===== config.mk =====
export PLATFORM = sky130hd
export DESIGN_NAME = pv2_dpath_top
export DESIGN_NICKNAME = d
export VERILOG_FILES = /design/src/verilog/pv2_dpath_pkg.sv /design/src/verilog/pv2_alu.sv /design/src/verilog/pv2_regfile.sv /design/src/verilog/pv2_fetch.sv /design/src/verilog/pv2_decode.sv /design/src/verilog/pv2_execute.sv /design/src/verilog/pv2_memory.sv /design/src/verilog/pv2_dpath_top.sv
export SDC_FILE = /design/constraint.sdc
export NUM_CORES = 2
export LEC_CHECK = 0
export BUFFER_PORTS_ARGS = -buffer_cell sky130_fd_sc_hd__buf_4
export CAP_MARGIN = 15
export CELL_PAD_IN_SITES_DETAIL_PLACEMENT = 0
export CELL_PAD_IN_SITES_GLOBAL_PLACEMENT = 1
export CORE_AREA = 2 2 367 369
export DETAILED_ROUTE_END_ITERATION = 10
export DIE_AREA = 0 0 369 371
export PLACE_DENSITY = 0.84
export SLEW_MARGIN = 30
export SYNTH_ARGS = -nofsm -noshare
export SYNTH_HDL_FRONTEND = slang
export SYNTH_SLANG_ARGS = --single-unit

===== constraint.sdc =====
create_clock -name clk -period 15.65 [get_ports clk]
set_input_delay 2.3475 -clock clk [delete_from_list [all_inputs] [get_ports clk]]
set_output_delay 2.3475 -clock clk [all_outputs]
set_load 0.05 [all_outputs]

===== src/verilog/pv2_dpath_pkg.sv =====
/* Five-stage integer datapath shared definitions
   Widths, reset vector, mux and ALU codes, instruction layout */
package pv2_dpath_pkg;

  // Datapath and register index widths
  localparam int unsigned XLEN = 32;
  localparam int unsigned REG_ADDR_W = 5;

  // First fetch after reset
  localparam logic [XLEN-1:0] RESET_VECTOR = 32'h0008_0000;

  // ------------------------------
  // Mux select codes
  // ------------------------------

  // Next PC source
  localparam logic [1:0] PC_SEL_PLUS4 = 2'd0;
  localparam logic [1:0] PC_SEL_BRANCH = 2'd1;
  localparam logic [1:0] PC_SEL_JUMP = 2'd2;
  localparam logic [1:0] PC_SEL_JUMPREG = 2'd3;

  // Source register forwarding
  localparam logic [1:0] BYP_SEL_RF = 2'd0;
  localparam logic [1:0] BYP_SEL_X = 2'd1;
  localparam logic [1:0] BYP_SEL_M = 2'd2;
  localparam logic [1:0] BYP_SEL_W = 2'd3;

  // Operand 0 source
  localparam logic [1:0] OP0_SEL_BYP = 2'd0;
  localparam logic [1:0] OP0_SEL_SHAMT = 2'd1;
  localparam logic [1:0] OP0_SEL_C16 = 2'd2;
  localparam logic [1:0] OP0_SEL_ZERO = 2'd3;

  // Operand 1 source
  localparam logic [2:0] OP1_SEL_BYP = 3'd0;
  localparam logic [2:0] OP1_SEL_ZEXT = 3'd1;
  localparam logic [2:0] OP1_SEL_SEXT = 3'd2;
  localparam logic [2:0] OP1_SEL_PC4 = 3'd3;
  localparam logic [2:0] OP1_SEL_ZERO = 3'd4;

  // ------------------------------
  // ALU functions
  // ------------------------------
  localparam logic [3:0] ALU_FN_ADD = 4'd0;
  localparam logic [3:0] ALU_FN_SUB = 4'd1;
  localparam logic [3:0] ALU_FN_SLL = 4'd2;
  localparam logic [3:0] ALU_FN_OR = 4'd3;
  localparam logic [3:0] ALU_FN_SLT = 4'd4;
  localparam logic [3:0] ALU_FN_SLTU = 4'd5;
  localparam logic [3:0] ALU_FN_AND = 4'd6;
  localparam logic [3:0] ALU_FN_XOR = 4'd7;
  localparam logic [3:0] ALU_FN_NOR = 4'd8;
  localparam logic [3:0] ALU_FN_SRL = 4'd9;
  localparam logic [3:0] ALU_FN_SRA = 4'd10;
  localparam logic [3:0] ALU_FN_LUI = 4'd11;

  // Load response extension
  localparam logic [2:0] LD_SEL_LW = 3'd0;
  localparam logic [2:0] LD_SEL_LB = 3'd1;
  localparam logic [2:0] LD_SEL_LBU = 3'd2;
  localparam logic [2:0] LD_SEL_LH = 3'd3;
  localparam logic [2:0] LD_SEL_LHU = 3'd4;

  // One instruction word, three field layouts
  typedef union packed {
    struct packed {
      logic [5:0] opcode;
      logic [REG_ADDR_W-1:0] rs;
      logic [REG_ADDR_W-1:0] rt;
      logic [REG_ADDR_W-1:0] rd;
      logic [4:0] shamt;
      logic [5:0] func;
    } r;
    struct packed {
      logic [5:0] opcode;
      logic [REG_ADDR_W-1:0] rs;
      logic [REG_ADDR_W-1:0] rt;
      logic [15:0] imm;
    } i;
    struct packed {
      logic [5:0] opcode;
      logic [25:0] target;
    } j;
  } inst_t;

endpackage


===== src/verilog/pv2_alu.sv =====
/* Integer ALU
   Add, subtract, logic, compare, shift and upper-immediate load */
module pv2_alu import pv2_dpath_pkg::*; (
  input  logic [XLEN-1:0] in0,
  input  logic [XLEN-1:0] in1,
  input  logic [3:0]      fn,
  output logic [XLEN-1:0] out
);

  // Shifts take their amount from in0
  logic [4:0] sh;

  assign sh = in0[4:0];

  always_comb begin
    case (fn)
      ALU_FN_ADD: out = in0 + in1;
      ALU_FN_SUB: out = in0 - in1;
      ALU_FN_OR: out = in0 | in1;
      ALU_FN_AND: out = in0 & in1;
      ALU_FN_XOR: out = in0 ^ in1;
      ALU_FN_NOR: out = ~(in0 | in1);
      // Compares give 0 or 1
      ALU_FN_SLT: out = {31'b0, $signed(in0) < $signed(in1)};
      ALU_FN_SLTU: out = {31'b0, in0 < in1};
      ALU_FN_SLL: out = in1 << sh;
      ALU_FN_SRL: out = in1 >> sh;
      ALU_FN_SRA: out = $unsigned($signed(in1) >>> sh);
      // Decode puts 16 on in0 for LUI
      ALU_FN_LUI: out = in1 << sh;
      default: out = '0;
    endcase
  end

endmodule


===== src/verilog/pv2_regfile.sv =====
/* Register file
   32 words, two combinational reads, one write, register zero reads zero */
module pv2_regfile import pv2_dpath_pkg::*; (
  input  logic                  clk,
  input  logic [REG_ADDR_W-1:0] raddr0,
  input  logic [REG_ADDR_W-1:0] raddr1,
  input  logic                  wen,
  input  logic [REG_ADDR_W-1:0] waddr,
  input  logic [XLEN-1:0]       wdata,
  output logic [XLEN-1:0]       rdata0,
  output logic [XLEN-1:0]       rdata1
);

  logic [XLEN-1:0] regs [2**REG_ADDR_W];

  // Register zero never stored
  always_ff @(posedge clk) begin
    if (wen && waddr != '0) begin
      regs[waddr] <= wdata;
    end
  end

  // Reads see only the old value on a same-cycle write
  assign rdata0 = (raddr0 == '0) ? '0 : regs[raddr0];
  assign rdata1 = (raddr1 == '0) ? '0 : regs[raddr1];

endmodule


===== src/verilog/pv2_fetch.sv =====
/* PC stage and fetch
   Next-PC mux, fetch PC register and PC+4 handed to decode */
module pv2_fetch import pv2_dpath_pkg::*; (
  input  logic            clk,
  input  logic            reset,
  input  logic [1:0]      pc_sel,
  input  logic            stall_f,
  input  logic            stall_d,
  input  logic [XLEN-1:0] branch_targ_x,
  input  logic [XLEN-1:0] jump_targ_d,
  input  logic [XLEN-1:0] jumpreg_targ_d,
  output logic [XLEN-1:0] imem_addr,
  output logic [XLEN-1:0] pc_plus4_d
);

  logic [XLEN-1:0] pc_f;
  logic [XLEN-1:0] pc_plus4_f;
  logic [XLEN-1:0] pc_next;

  assign pc_plus4_f = pc_f + 32'd4;

  // Branch target comes back from X and jumps from D
  always_comb begin
    case (pc_sel)
      PC_SEL_BRANCH: pc_next = branch_targ_x;
      PC_SEL_JUMP: pc_next = jump_targ_d;
      PC_SEL_JUMPREG: pc_next = jumpreg_targ_d;
      default: pc_next = pc_plus4_f;
    endcase
  end

  // Request goes out in the P stage ahead of the PC register
  assign imem_addr = reset ? RESET_VECTOR : pc_next;

  // F <- P
  always_ff @(posedge clk) begin
    if (reset) begin
      pc_f <= RESET_VECTOR;
    end else if (!stall_f) begin
      pc_f <= pc_next;
    end
  end

  // D <- F
  always_ff @(posedge clk) begin
    if (!stall_d) begin
      pc_plus4_d <= pc_plus4_f;
    end
  end

  // First sequential fetch after reset continues from the reset vector
  reset_vector_a: assert property (@(posedge clk)
    $fell(reset) && pc_sel == PC_SEL_PLUS4 |-> imem_addr == RESET_VECTOR + 32'd4)
    else $error("first sequential fetch after reset does not follow the reset vector");

endmodule


===== src/verilog/pv2_decode.sv =====
/* Decode stage
   Field decode, jump and branch targets, forwarding and operand muxes */
module pv2_decode import pv2_dpath_pkg::*; (
  input  logic [XLEN-1:0]       inst_d,
  input  logic [XLEN-1:0]       pc_plus4_d,
  input  logic [1:0]            op0_sel_d,
  input  logic [2:0]            op1_sel_d,
  input  logic [1:0]            byp0_sel_d,
  input  logic [1:0]            byp1_sel_d,
  input  logic [XLEN-1:0]       rf_rdata0,
  input  logic [XLEN-1:0]       rf_rdata1,
  input  logic [XLEN-1:0]       byp_x,
  input  logic [XLEN-1:0]       byp_m,
  input  logic [XLEN-1:0]       byp_w,
  output logic [REG_ADDR_W-1:0] rf_raddr0,
  output logic [REG_ADDR_W-1:0] rf_raddr1,
  output logic [XLEN-1:0]       op0_d,
  output logic [XLEN-1:0]       op1_d,
  output logic [XLEN-1:0]       wdata_d,
  output logic [XLEN-1:0]       branch_targ_d,
  output logic [XLEN-1:0]       jump_targ_d,
  output logic [XLEN-1:0]       jumpreg_targ_d
);

  inst_t inst;
  logic [XLEN-1:0] imm_zext;
  logic [XLEN-1:0] imm_sext;
  logic [XLEN-1:0] shamt;
  logic [XLEN-1:0] rs_val;
  logic [XLEN-1:0] rt_val;

  // Forwarding mux, same for both source registers
  function automatic logic [XLEN-1:0] byp_mux(
    input logic [1:0]      sel,
    input logic [XLEN-1:0] rf_val,
    input logic [XLEN-1:0] x_val,
    input logic [XLEN-1:0] m_val,
    input logic [XLEN-1:0] w_val
  );
    case (sel)
      BYP_SEL_X: return x_val;
      BYP_SEL_M: return m_val;
      BYP_SEL_W: return w_val;
      default: return rf_val;
    endcase
  endfunction

  // ------------------------------
  // Field decode
  // ------------------------------
  assign inst = inst_d;

  // Register indices and shamt in R layout
  assign rf_raddr0 = inst.r.rs;
  assign rf_raddr1 = inst.r.rt;
  assign shamt = {27'b0, inst.r.shamt};

  // Immediate in I layout
  assign imm_zext = {16'b0, inst.i.imm};
  assign imm_sext = {{16{inst.i.imm[15]}}, inst.i.imm};

  // Word-aligned targets
  assign branch_targ_d = pc_plus4_d + (imm_sext << 2);
  assign jump_targ_d = {pc_plus4_d[31:28], inst.j.target, 2'b00};

  // ------------------------------
  // Forwarding and operands
  // ------------------------------
  assign rs_val = byp_mux(byp0_sel_d, rf_rdata0, byp_x, byp_m, byp_w);
  assign rt_val = byp_mux(byp1_sel_d, rf_rdata1, byp_x, byp_m, byp_w);

  // rs feeds jr, rt is store data
  assign jumpreg_targ_d = rs_val;
  assign wdata_d = rt_val;

  // Operand 0: constant 16 serves LUI
  always_comb begin
    case (op0_sel_d)
      OP0_SEL_SHAMT: op0_d = shamt;
      OP0_SEL_C16: op0_d = 32'd16;
      OP0_SEL_ZERO: op0_d = '0;
      default: op0_d = rs_val;
    endcase
  end

  // Operand 1, PC+4 for link writes
  always_comb begin
    case (op1_sel_d)
      OP1_SEL_BYP: op1_d = rt_val;
      OP1_SEL_ZEXT: op1_d = imm_zext;
      OP1_SEL_SEXT: op1_d = imm_sext;
      OP1_SEL_PC4: op1_d = pc_plus4_d;
      default: op1_d = '0;
    endcase
  end

  op1_sel_legal_a: assert final ($isunknown(op1_sel_d) || op1_sel_d <= OP1_SEL_ZERO)
    else $error("op1_sel_d out of range: %0d", op1_sel_d);

endmodule


===== src/verilog/pv2_execute.sv =====
/* Execute stage
   D to X registers, ALU, branch condition flags, data memory request */
module pv2_execute import pv2_dpath_pkg::*; (
  input  logic            clk,
  input  logic            stall_x,
  input  logic [XLEN-1:0] op0_d,
  input  logic [XLEN-1:0] op1_d,
  input  logic [XLEN-1:0] wdata_d,
  input  logic [XLEN-1:0] branch_targ_d,
  input  logic [3:0]      alu_fn_x,
  output logic [XLEN-1:0] alu_out_x,
  output logic [XLEN-1:0] branch_targ_x,
  output logic [XLEN-1:0] dmem_addr,
  output logic [XLEN-1:0] dmem_wdata,
  output logic            br_eq_x,
  output logic            br_zero_x,
  output logic            br_neg_x
);

  logic [XLEN-1:0] op0_x;
  logic [XLEN-1:0] op1_x;
  logic [XLEN-1:0] wdata_x;

  // X <- D
  always_ff @(posedge clk) begin
    if (!stall_x) begin
      op0_x <= op0_d;
      op1_x <= op1_d;
      wdata_x <= wdata_d;
      branch_targ_x <= branch_targ_d;
    end
  end

  pv2_alu u_alu (
    .in0 (op0_x),
    .in1 (op1_x),
    .fn  (alu_fn_x),
    .out (alu_out_x)
  );

  // Branch conditions for the controller
  assign br_eq_x = (alu_out_x == '0);
  assign br_zero_x = (op0_x == '0);
  assign br_neg_x = op0_x[XLEN-1];

  // Request issued in X, response arrives in M
  assign dmem_addr = alu_out_x;
  assign dmem_wdata = wdata_x;

endmodule


===== src/verilog/pv2_memory.sv =====
/* Memory and writeback stages
   Load extension, response holding register, post-memory mux, W register */
module pv2_memory import pv2_dpath_pkg::*; (
  input  logic            clk,
  input  logic            stall_m,
  input  logic            stall_w,
  input  logic [XLEN-1:0] alu_out_x,
  input  logic [XLEN-1:0] dmem_rdata,
  input  logic [2:0]      ld_sel_m,
  input  logic            resp_hold_en_m,
  input  logic            resp_hold_use_m,
  input  logic            post_mem_sel_m,
  output logic [XLEN-1:0] post_mem_m,
  output logic [XLEN-1:0] wb_data
);

  logic [XLEN-1:0] alu_out_m;
  logic [XLEN-1:0] resp_ext;
  logic [XLEN-1:0] resp_hold;
  logic [XLEN-1:0] resp_m;

  // M <- X
  always_ff @(posedge clk) begin
    if (!stall_m) begin
      alu_out_m <= alu_out_x;
    end
  end

  // ------------------------------
  // Subword load extension
  // ------------------------------
  always_comb begin
    case (ld_sel_m)
      LD_SEL_LB: resp_ext = {{24{dmem_rdata[7]}}, dmem_rdata[7:0]};
      LD_SEL_LBU: resp_ext = {24'b0, dmem_rdata[7:0]};
      LD_SEL_LH: resp_ext = {{16{dmem_rdata[15]}}, dmem_rdata[15:0]};
      LD_SEL_LHU: resp_ext = {16'b0, dmem_rdata[15:0]};
      default: resp_ext = dmem_rdata;
    endcase
  end

  // One-entry holding register for a response that arrives under stall
  always_ff @(posedge clk) begin
    if (resp_hold_en_m) begin
      resp_hold <= resp_ext;
    end
  end

  assign resp_m = resp_hold_use_m ? resp_hold : resp_ext;

  // ALU result or load data, also the M bypass value
  assign post_mem_m = post_mem_sel_m ? resp_m : alu_out_m;

  // W <- M
  always_ff @(posedge clk) begin
    if (!stall_w) begin
      wb_data <= post_mem_m;
    end
  end

  // Holding register must be filled before its first use
  logic hold_seen = 1'b0;

  always_ff @(posedge clk) begin
    if (resp_hold_en_m) begin
      hold_seen <= 1'b1;
    end
  end

  hold_before_use_a: assert property (@(posedge clk) resp_hold_use_m |-> hold_seen)
    else $error("resp_hold_use_m high before any resp_hold_en_m");

endmodule


===== src/verilog/pv2_dpath_top.sv =====
/* Five-stage integer datapath top level
   Fetch, decode, execute and memory stages around the register file */
module pv2_dpath_top import pv2_dpath_pkg::*; (
  input  logic                  clk,
  input  logic                  reset,
  // PC select and per-stage stalls
  input  logic [1:0]            pc_sel,
  input  logic                  stall_f,
  input  logic                  stall_d,
  input  logic                  stall_x,
  input  logic                  stall_m,
  input  logic                  stall_w,
  // Decode and execute controls
  input  logic [XLEN-1:0]       inst_d,
  input  logic [1:0]            op0_sel_d,
  input  logic [2:0]            op1_sel_d,
  input  logic [1:0]            byp0_sel_d,
  input  logic [1:0]            byp1_sel_d,
  input  logic [3:0]            alu_fn_x,
  // Memory and writeback controls
  input  logic [2:0]            ld_sel_m,
  input  logic                  resp_hold_en_m,
  input  logic                  resp_hold_use_m,
  input  logic                  post_mem_sel_m,
  input  logic                  rf_wen_w,
  input  logic [REG_ADDR_W-1:0] rf_waddr_w,
  input  logic [XLEN-1:0]       dmem_rdata,
  // Memory ports, branch flags and writeback value
  output logic [XLEN-1:0]       imem_addr,
  output logic [XLEN-1:0]       dmem_addr,
  output logic [XLEN-1:0]       dmem_wdata,
  output logic                  br_eq_x,
  output logic                  br_zero_x,
  output logic                  br_neg_x,
  output logic [XLEN-1:0]       wb_data
);

  // ------------------------------
  // Inter-stage nets
  // ------------------------------

  // Fetch to decode
  logic [XLEN-1:0] pc_plus4_d;

  // Register file read ports
  logic [REG_ADDR_W-1:0] rf_raddr0;
  logic [REG_ADDR_W-1:0] rf_raddr1;
  logic [XLEN-1:0] rf_rdata0;
  logic [XLEN-1:0] rf_rdata1;

  // Decode results
  logic [XLEN-1:0] op0_d;
  logic [XLEN-1:0] op1_d;
  logic [XLEN-1:0] wdata_d;
  logic [XLEN-1:0] branch_targ_d;
  logic [XLEN-1:0] jump_targ_d;
  logic [XLEN-1:0] jumpreg_targ_d;

  // Later-stage values, also the bypass sources
  logic [XLEN-1:0] alu_out_x;
  logic [XLEN-1:0] branch_targ_x;
  logic [XLEN-1:0] post_mem_m;

  pv2_fetch u_fetch (
    .clk            (clk),
    .reset          (reset),
    .pc_sel         (pc_sel),
    .stall_f        (stall_f),
    .stall_d        (stall_d),
    .branch_targ_x  (branch_targ_x),
    .jump_targ_d    (jump_targ_d),
    .jumpreg_targ_d (jumpreg_targ_d),
    .imem_addr      (imem_addr),
    .pc_plus4_d     (pc_plus4_d)
  );

  pv2_decode u_decode (
    .inst_d         (inst_d),
    .pc_plus4_d     (pc_plus4_d),
    .op0_sel_d      (op0_sel_d),
    .op1_sel_d      (op1_sel_d),
    .byp0_sel_d     (byp0_sel_d),
    .byp1_sel_d     (byp1_sel_d),
    .rf_rdata0      (rf_rdata0),
    .rf_rdata1      (rf_rdata1),
    .byp_x          (alu_out_x),
    .byp_m          (post_mem_m),
    .byp_w          (wb_data),
    .rf_raddr0      (rf_raddr0),
    .rf_raddr1      (rf_raddr1),
    .op0_d          (op0_d),
    .op1_d          (op1_d),
    .wdata_d        (wdata_d),
    .branch_targ_d  (branch_targ_d),
    .jump_targ_d    (jump_targ_d),
    .jumpreg_targ_d (jumpreg_targ_d)
  );

  // Written from W, read in D
  pv2_regfile u_regfile (
    .clk    (clk),
    .raddr0 (rf_raddr0),
    .raddr1 (rf_raddr1),
    .wen    (rf_wen_w),
    .waddr  (rf_waddr_w),
    .wdata  (wb_data),
    .rdata0 (rf_rdata0),
    .rdata1 (rf_rdata1)
  );

  pv2_execute u_execute (
    .clk           (clk),
    .stall_x       (stall_x),
    .op0_d         (op0_d),
    .op1_d         (op1_d),
    .wdata_d       (wdata_d),
    .branch_targ_d (branch_targ_d),
    .alu_fn_x      (alu_fn_x),
    .alu_out_x     (alu_out_x),
    .branch_targ_x (branch_targ_x),
    .dmem_addr     (dmem_addr),
    .dmem_wdata    (dmem_wdata),
    .br_eq_x       (br_eq_x),
    .br_zero_x     (br_zero_x),
    .br_neg_x      (br_neg_x)
  );

  pv2_memory u_memory (
    .clk             (clk),
    .stall_m         (stall_m),
    .stall_w         (stall_w),
    .alu_out_x       (alu_out_x),
    .dmem_rdata      (dmem_rdata),
    .ld_sel_m        (ld_sel_m),
    .resp_hold_en_m  (resp_hold_en_m),
    .resp_hold_use_m (resp_hold_use_m),
    .post_mem_sel_m  (post_mem_sel_m),
    .post_mem_m      (post_mem_m),
    .wb_data         (wb_data)
  );

endmodule


Yosys cells after proc, flatten, opt, wreduce, memory -nomap -nowiden
Memory sizes are Yosys's and may differ from the RTL's. Cells that the tools add are included.

Memories kept: 1. Logic and storage cells: 76. Output and inout bits: 131. Memory bits (writable): 1024. Register bits after elaboration: 288.

Mux-type cells: 14. Order comparisons: 2. Bitwise gates (word level): 4. Add/subtract/negate cells: 4. Reduce and logical (&&, ||, !) cells: 9. Shift-type cells: 3. Equal/unequal tests: 30.

Memory list: u_regfile.regs (words 32, bits a word 32, read ports 2, clocked after Yosys merged registers in 0, write ports 1, RTL line pv2_regfile.sv:14) `logic [XLEN-1:0] regs [2**REG_ADDR_W];`.

Operators by type and width (number): case mux 32 bit (3 select lines) (4); case mux 32 bit (11 select lines) (1); case mux 32 bit (4 select lines) (2); 2-to-1 mux 32 bit (5); adder 32 bit (2); logical NOT 32 bit (2); less-than comparator 32 bit (2); adder 32 x 3 -> 32 bit, second input constant (1); AND 32 bit (1); NOT 32 bit (1); OR 32 bit (1); << shifter 32 x 5 -> 32 bit (1); right shift 32 x 5 -> 32 bit (1); >>> shifter 32 x 5 -> 32 bit (1); subtractor 32 bit (1); XOR 32 bit (1); == test 2 bit, second input constant (8); == test 4 x 3 -> 1 bit, second input constant (4); == test 4 bit, second input constant (4); == test 3 x 2 -> 1 bit, second input constant (4); logical NOT 5 bit (2); == test 2 x 1 -> 1 bit, second input constant (4); == test 4 x 2 -> 1 bit, second input constant (2); == test 3 x 1 -> 1 bit, second input constant (2); other kinds (8) (9).

Longest topological paths before layout
Word-level depth: 7. Gate-level depth with buffers: 20. Gate-level depth less buffers: 16.

Hierarchy
From an unflattened synthesis, not the netlist that was laid out.

Cell total of the unflattened synthesis: 5300. Area, all modules: 74033.5 µm².

Modules (own cells, without submodules): pv2_regfile (sequential area each 30749.5 µm², area each 47929.7 µm², instances 1, cells each 2564); pv2_alu (sequential area each 0.0 µm², area each 8836.0 µm², instances 1, cells each 1262); pv2_decode (sequential area each 0.0 µm², area each 4568.1 µm², instances 1, cells each 549); pv2_memory (sequential area each 2882.8 µm², area each 4300.4 µm², instances 1, cells each 292); pv2_execute (sequential area each 3843.7 µm², area each 4232.8 µm², instances 1, cells each 183); pv2_fetch (sequential area each 1601.5 µm², area each 4166.5 µm², instances 1, cells each 450).

Worst setup path after synthesis
OpenSTA, ideal clock, no wires.

Path type: input to output. Start point: in alu_fn_x[0]. End point: out imem_addr[10]. Arrival: 6.884 ns. Stages on the path: 11. Setup slack: 6.418 ns. Cells stage by stage: clkbuf_1 > buf_2 > nor4_1 > clkbuf_1 > clkbuf_1 > a221oi_1 > o21ai_0 > mux2i_1 > a21oi_1 > nand2_1 > a311oi_1.

Cells in the longest elaborated chain, start to end: 6. Elaborated cells between the ends (all ways): 17. Those cells by class: 11 x eq/ne; 4 x mux; 2 x reduce/logical.

RTL lines: start, declared (RTL line pv2_dpath_top.sv:19) `input logic [3:0] alu_fn_x,`; == test 4 bit or == test 4 x 2 -> 1 bit (tied branches) (RTL line pv2_alu.sv:16) `case (fn)`; OR reduction 2 bit (no source line); case mux 32 bit (11 select lines) * (RTL line pv2_alu.sv:16); net dmem_addr[10] (RTL line pv2_dpath_top.sv:30) `output logic [XLEN-1:0] dmem_addr,`; case mux 32 bit (3 select lines) * (RTL line pv2_decode.sv:40) `case (sel)`; case mux 32 bit (3 select lines) * (RTL line pv2_fetch.sv:24) `case (pc_sel)`; 2-to-1 mux 32 bit * (RTL line pv2_fetch.sv:33) `assign imem_addr = reset ? RESET_VECTOR : pc_next;`; end, declared (RTL line pv2_dpath_top.sv:29) `output logic [XLEN-1:0] imem_addr,`.

Mark *: on every way through the listed nets, which the timed path passes. The rest lies on a longest branch.

Worst setup path in the final report
Start point: reg u_execute.op0_x[2]. End point: out imem_addr[30].

Cells in the longest elaborated chain, start to end: 5. Elaborated cells between the ends (all ways): 9. Those cells by class: 2 x add/sub; 3 x shift; 4 x mux.

RTL lines: start, declared (RTL line pv2_execute.sv:20) `logic [XLEN-1:0] op0_x;`; start signal, assigned (RTL line pv2_execute.sv:27) `op0_x <= op0_d;`; subtractor 32 bit, or another cell as far along (RTL line pv2_alu.sv:18) `ALU_FN_SUB: out = in0 - in1;`; case mux 32 bit (11 select lines) * (RTL line pv2_alu.sv:16); case mux 32 bit (3 select lines) * (RTL line pv2_decode.sv:40); case mux 32 bit (3 select lines) * (RTL line pv2_fetch.sv:24); 2-to-1 mux 32 bit * (RTL line pv2_fetch.sv:33).

Every way passes the cells marked *; elsewhere a longest branch is shown, timed or not.

==> summary by stage <==
Die
The I/O pin count is 229. The overall die height is 371 um. The full die area is 0.137 mm2. The number of placement rows is 134. The width of the die is 369 um. The starting density of the core is 54.7%.

The core footprint is 0.133 mm2.

Critical path
STA classifies the critical path startpoint as a flip-flop. The worst setup path is captured at a primary output. The worst setup path startpoint is u_execute.op0_x[2]$_DFFE_PN_. The worst register-to-register path has a depth of 16. The signal on the critical path passes through buf_4, inv_1, buf_4, ha_1, a211oi_1, o21bai_1, o21ai_1, a2111oi_2, o21ai_1, o21a_1, o41ai_1, a221oi_1, o211ai_1, a21boi_1, a211oi_1, and2_1, buf_4.

The biggest fanout along the worst timing path is 31. In this design, the stage delay of the slowest critical-path cell is 0.93 ns. The endpoint identified for the worst register-to-register timing path is u_fetch.pc_f[30]$_SDFFE_PP0N_. The data required time of the critical path is 13.30 ns. The cell type of the slowest stage on the worst timing path is o211ai_1. The startpoint identified for the worst register-to-register timing path is u_execute.op0_x[2]$_DFFE_PN_. The most prevalent standard cell on the critical path is buf_4.

The arrival time at the worst endpoint is 7.68 ns. The setup path with the least slack is of type flip-flop to primary output. Across all register-to-register paths, the minimum setup slack is 8.96 ns.

Yosys
Sorting the synthesized cells by area gives the leading types as edfxtp_1 53%, mux4_2 17%, mux2i_1 4.5%. The total standard cell area after synthesis is 0.0726 mm2. The synthesized netlist contains 100 unique library cells.

The number of warning messages in the yosys log is 0. A synthesized cell averages 14.2 um2. The synthesized design contains 1,280 enable-type register cells. Summed over all instances, the cell type with the most area after synthesis is edfxtp_1. Summing the sequential cell areas from Yosys gives 53.8% of the chip area. The number of instances in the synthesized netlist is 5,117. The post-synthesis sequential element count is 1,312.

The fraction of registers with async set or reset after synthesis is 0%. The primary flip-flop cell chosen by synthesis mapping is edfxtp_1. The area share of the largest cell type after synthesis is 52.9%.

Power and ir drop
The maximum ir drop on the vdd rail is 0.148 mV. For this design the static power due to leakage is 28.3 nW. The areal power density over the cells is 112 mW/mm2.

Global route
The first global-routing pass estimated 361 mm of wire. The via count of the first global-routing pass is 50,600. After global routing the overflow that remains totals 0. The number of antenna violations at the first check in global routing is 13.

The largest net degree at the start of global routing is 100. Global routing consumed, over all layers together, 36.9% of the routing resources.

STA
The maximum frequency from static timing analysis is 99.7 MHz. Setup repair after global routing left no endpoint under its margin. The number of pins with negative max-slew slack in the final report is 0. At the pin with the least slew margin, the transition time is 1.14 ns.

After layout, the worst path uses 64.1% of the clock period. The clock period could shrink to 10.03 ns. The number of failing setup endpoints in the final timing report is 0.

The number of hold-slack violations in the final timing report is 0. Clock skew on the completed layout was measured at 0.0640 ns. The worst slew slack as a fraction of its limit is 23.1%.

The summed negative setup slack over all endpoints is 0 ns.

Placement
Summing all placed instances gives a cell area of 0.0769 mm2. During placement, the flow inserted port buffers numbering 222. The HPWL after detailed placement is 165 mm. Routability-driven placement finished with a final weighted congestion of 1.03. Once placement completed, the tool counted placed cells totaling 6,935.

Hold path
The critical hold path startpoint is u_fetch.pc_f[1]$_SDFFE_PP0N_. The min-delay analysis places its worst path in the category flip-flop to flip-flop. The cell depth of the worst hold path is 0. The worst hold endpoint is u_fetch.pc_plus4_d[1]$_DFFE_PN_.

Clock tree
After clock tree synthesis, the clock-pin slew on the worst setup and hold paths is 0.06 ns. Once the clock tree was built, the setup fixing pass inserted 0 buffers. The clock root buffer master is clkbuf_16. The clock tree synthesis step divided the H-tree into 4 levels. TritonCTS created 141 clock buffers. The sink count of the clock tree is 1,312.

The buffer depth of the longest clock path is 3. The hold buffer count at CTS is 0. In this run, post-CTS repair resized a total of 0 instances. The CTS tree is yes.

At the later pin of the worst-skew pair, clock insertion delay measures 0.79 ns.

Routing
After detailed routing, the number of remaining DRC violations is 0. The pre-antenna-repair detailed-routing pass consisted of 6 iterations. The DRC marker count from the first detailed-route iteration is 7,744. Summed over all layers, the routed wires come to 255 mm.

The count of antenna-violating nets left after detailed routing is 0. The total via count after detailed routing is 52,000. The routed length per instance is 35.4 um. The detail-routed via count per cell is 7.23.

Job
The number of maximum-capacitance constraint violations is 0.

Cells and area
The fill cell total of the finished layout is 9,886. The share of layout cells above drive strength 1 is 26.2%. The multi-input combinational cells in the finished layout cover a total of 0.0319 mm2. The post-route cell area is 0.0815 mm2. The storage element area is 0.0391 mm2. The layout-stage area growth over the synthesis result is 12.2%. Excluding fillers, the count of instances in the completed layout stands at 7,194. The number of nets in the finished design is 5,553.

Outcome
The run finished with clean final reports.
==> metal layers <==
layer | track usage (%) | part of all wire [%] | vias up
li1 | - | - | 21100
met1 | 47.1 | 35 | 26400
met2 | 56.5 | 46 | 3710
met3 | 9.30 | 12 | 800
met4 | 24.3 | 7.8 | 18
met5 | 0 | 0.040 | -
==> cell type report <==
class,instances,area share [%]
clock inverter,80,0.964
timing repair buffer,425,4.04
inverter,143,0.665
tap,1768,2.71
multi-input combinational,3289,39.1
antenna,3,0.00921
clock buffer,174,4.59
sequential,1312,47.9
==> state kept, by name, summed over array words and instances, names as in the netlist <==
name and count:
u_execute.branch_targ_x 32, u_memory.resp_hold 32, u_memory.alu_out_m 32, u_execute.dmem_wdata 32, u_fetch.pc_f 32, u_execute.op0_x 32
u_regfile.regs 1024, u_execute.op1_x 32, u_fetch.pc_plus4_d 32, u_memory.wb_data 32
==> worst max-delay path: cells and delay by family (launching register included) <==
family / cells / cell delay [ns]
flip-flops: 1 / 0.32
AND/OR/NAND/NOR: 1 / 0.22
AO/OA/AOI/OAI: 11 / 4.95
adder cells (fa/ha/maj): 1 / 0.51
buffers and inverters: 4 / 0.84
==> worst max path at each step <==
stage                     slack [ns]            end  cells past startpoint
after global placement          6.03  imem_addr[11]                     12
after CTS                       5.84  imem_addr[30]                     16
after floorplan                 6.42  imem_addr[10]                     11
after detailed placement        6.01  imem_addr[30]                     11
after global routing            5.61  imem_addr[30]                     16
final                           5.62  imem_addr[30]                     17
==> synthesized netlist by cell type (15+ instances only) <==
master and count:
a221o_1 25, a21o_1 51, a211oi_1 34, mux2_2 153
edfxtp_1 1280, o21a_1 22, buf_2 85, nor3_1 77
nor3b_1 37, clkbuf_1 245, ha_1 140, nand2_1 196
inv_1 135, nor2_1 355, xor2_1 21, nand4_1 21
buf_1 67, a221oi_1 55, a31oi_1 27, xnor2_1 43
mux2i_1 329, dfxtp_1 32, nand2b_1 32, o22ai_1 75
a22oi_1 15, o21ai_0 188, mux4_2 536, a21oi_1 304
o211ai_1 52, nor2b_1 31, and3_1 18, nand3_1 70
o221ai_1 77, nor4_1 17, a211o_1 20
==> cell usage in the layout (no fill, tap or decap), types with 22 or more instances in the layout <==
master / synthesis / routed
xnor2_1: 43 / 43
clkbuf_16: 0 / 144
buf_4: 0 / 408
o21ai_0: 188 / 179
a221oi_1: 55 / 52
dfxtp_1: 32 / 32
mux2_2: 153 / 153
nand2_1: 196 / 196
a21oi_1: 304 / 301
edfxtp_1: 1280 / 1280
a211oi_1: 34 / 34
nor2_4: 0 / 31
clkinv_1: 7 / 36
nor2_1: 355 / 323
o211ai_1: 52 / 52
inv_1: 135 / 133
o221ai_1: 77 / 77
nor3_1: 77 / 76
clkbuf_1: 245 / 27
o22ai_1: 75 / 75
mux2i_1: 329 / 329
conb_1: 1 / 32
a31oi_1: 27 / 27
nand2b_1: 32 / 30
a221o_1: 25 / 25
nor3b_1: 37 / 35
nand3_1: 70 / 70
mux4_2: 536 / 536
nor2b_1: 31 / 29
a21o_1: 51 / 51
ha_1: 140 / 140
o21a_1: 22 / 22
==> power by group <==
part	switching, W	internal, W	total [W]
combinational	0.00117	0.000588	0.00175
sequential	0.0000632	0.00403	0.00409
clock	0.00144	0.00185	0.00329
total	0.00267	0.00647	0.00914
==> stage by stage <==
stage	util, %	total power [W]	hold WS [ns]	setup WS, ns
2_1_floorplan	-	0.00520	0.425	6.42
3_3_place_gp	57.8	0.00583	0.442	6.03
3_5_place_dp	57.9	0.00586	0.454	6.01
4_1_cts	61.3	0.00911	0.464	5.84
5_1_grt	61.4	0.00936	0.482	5.61
6_report	61.4	0.00914	0.464	5.62
==> cell families after synthesis <==
group,Yosys count,synth area share (%)
AND/OR/NAND/NOR,919,5.95
buffers and inverters,547,3.03
flip-flops,1312,53.8
multiplexers,1019,23.5
other,1,0.00516
XOR/XNOR,64,0.772
AO/OA/AOI/OAI,1112,10.4
adder cells (fa/ha/maj),143,2.49
No activity file was read; power rests on OpenSTA's default activity.
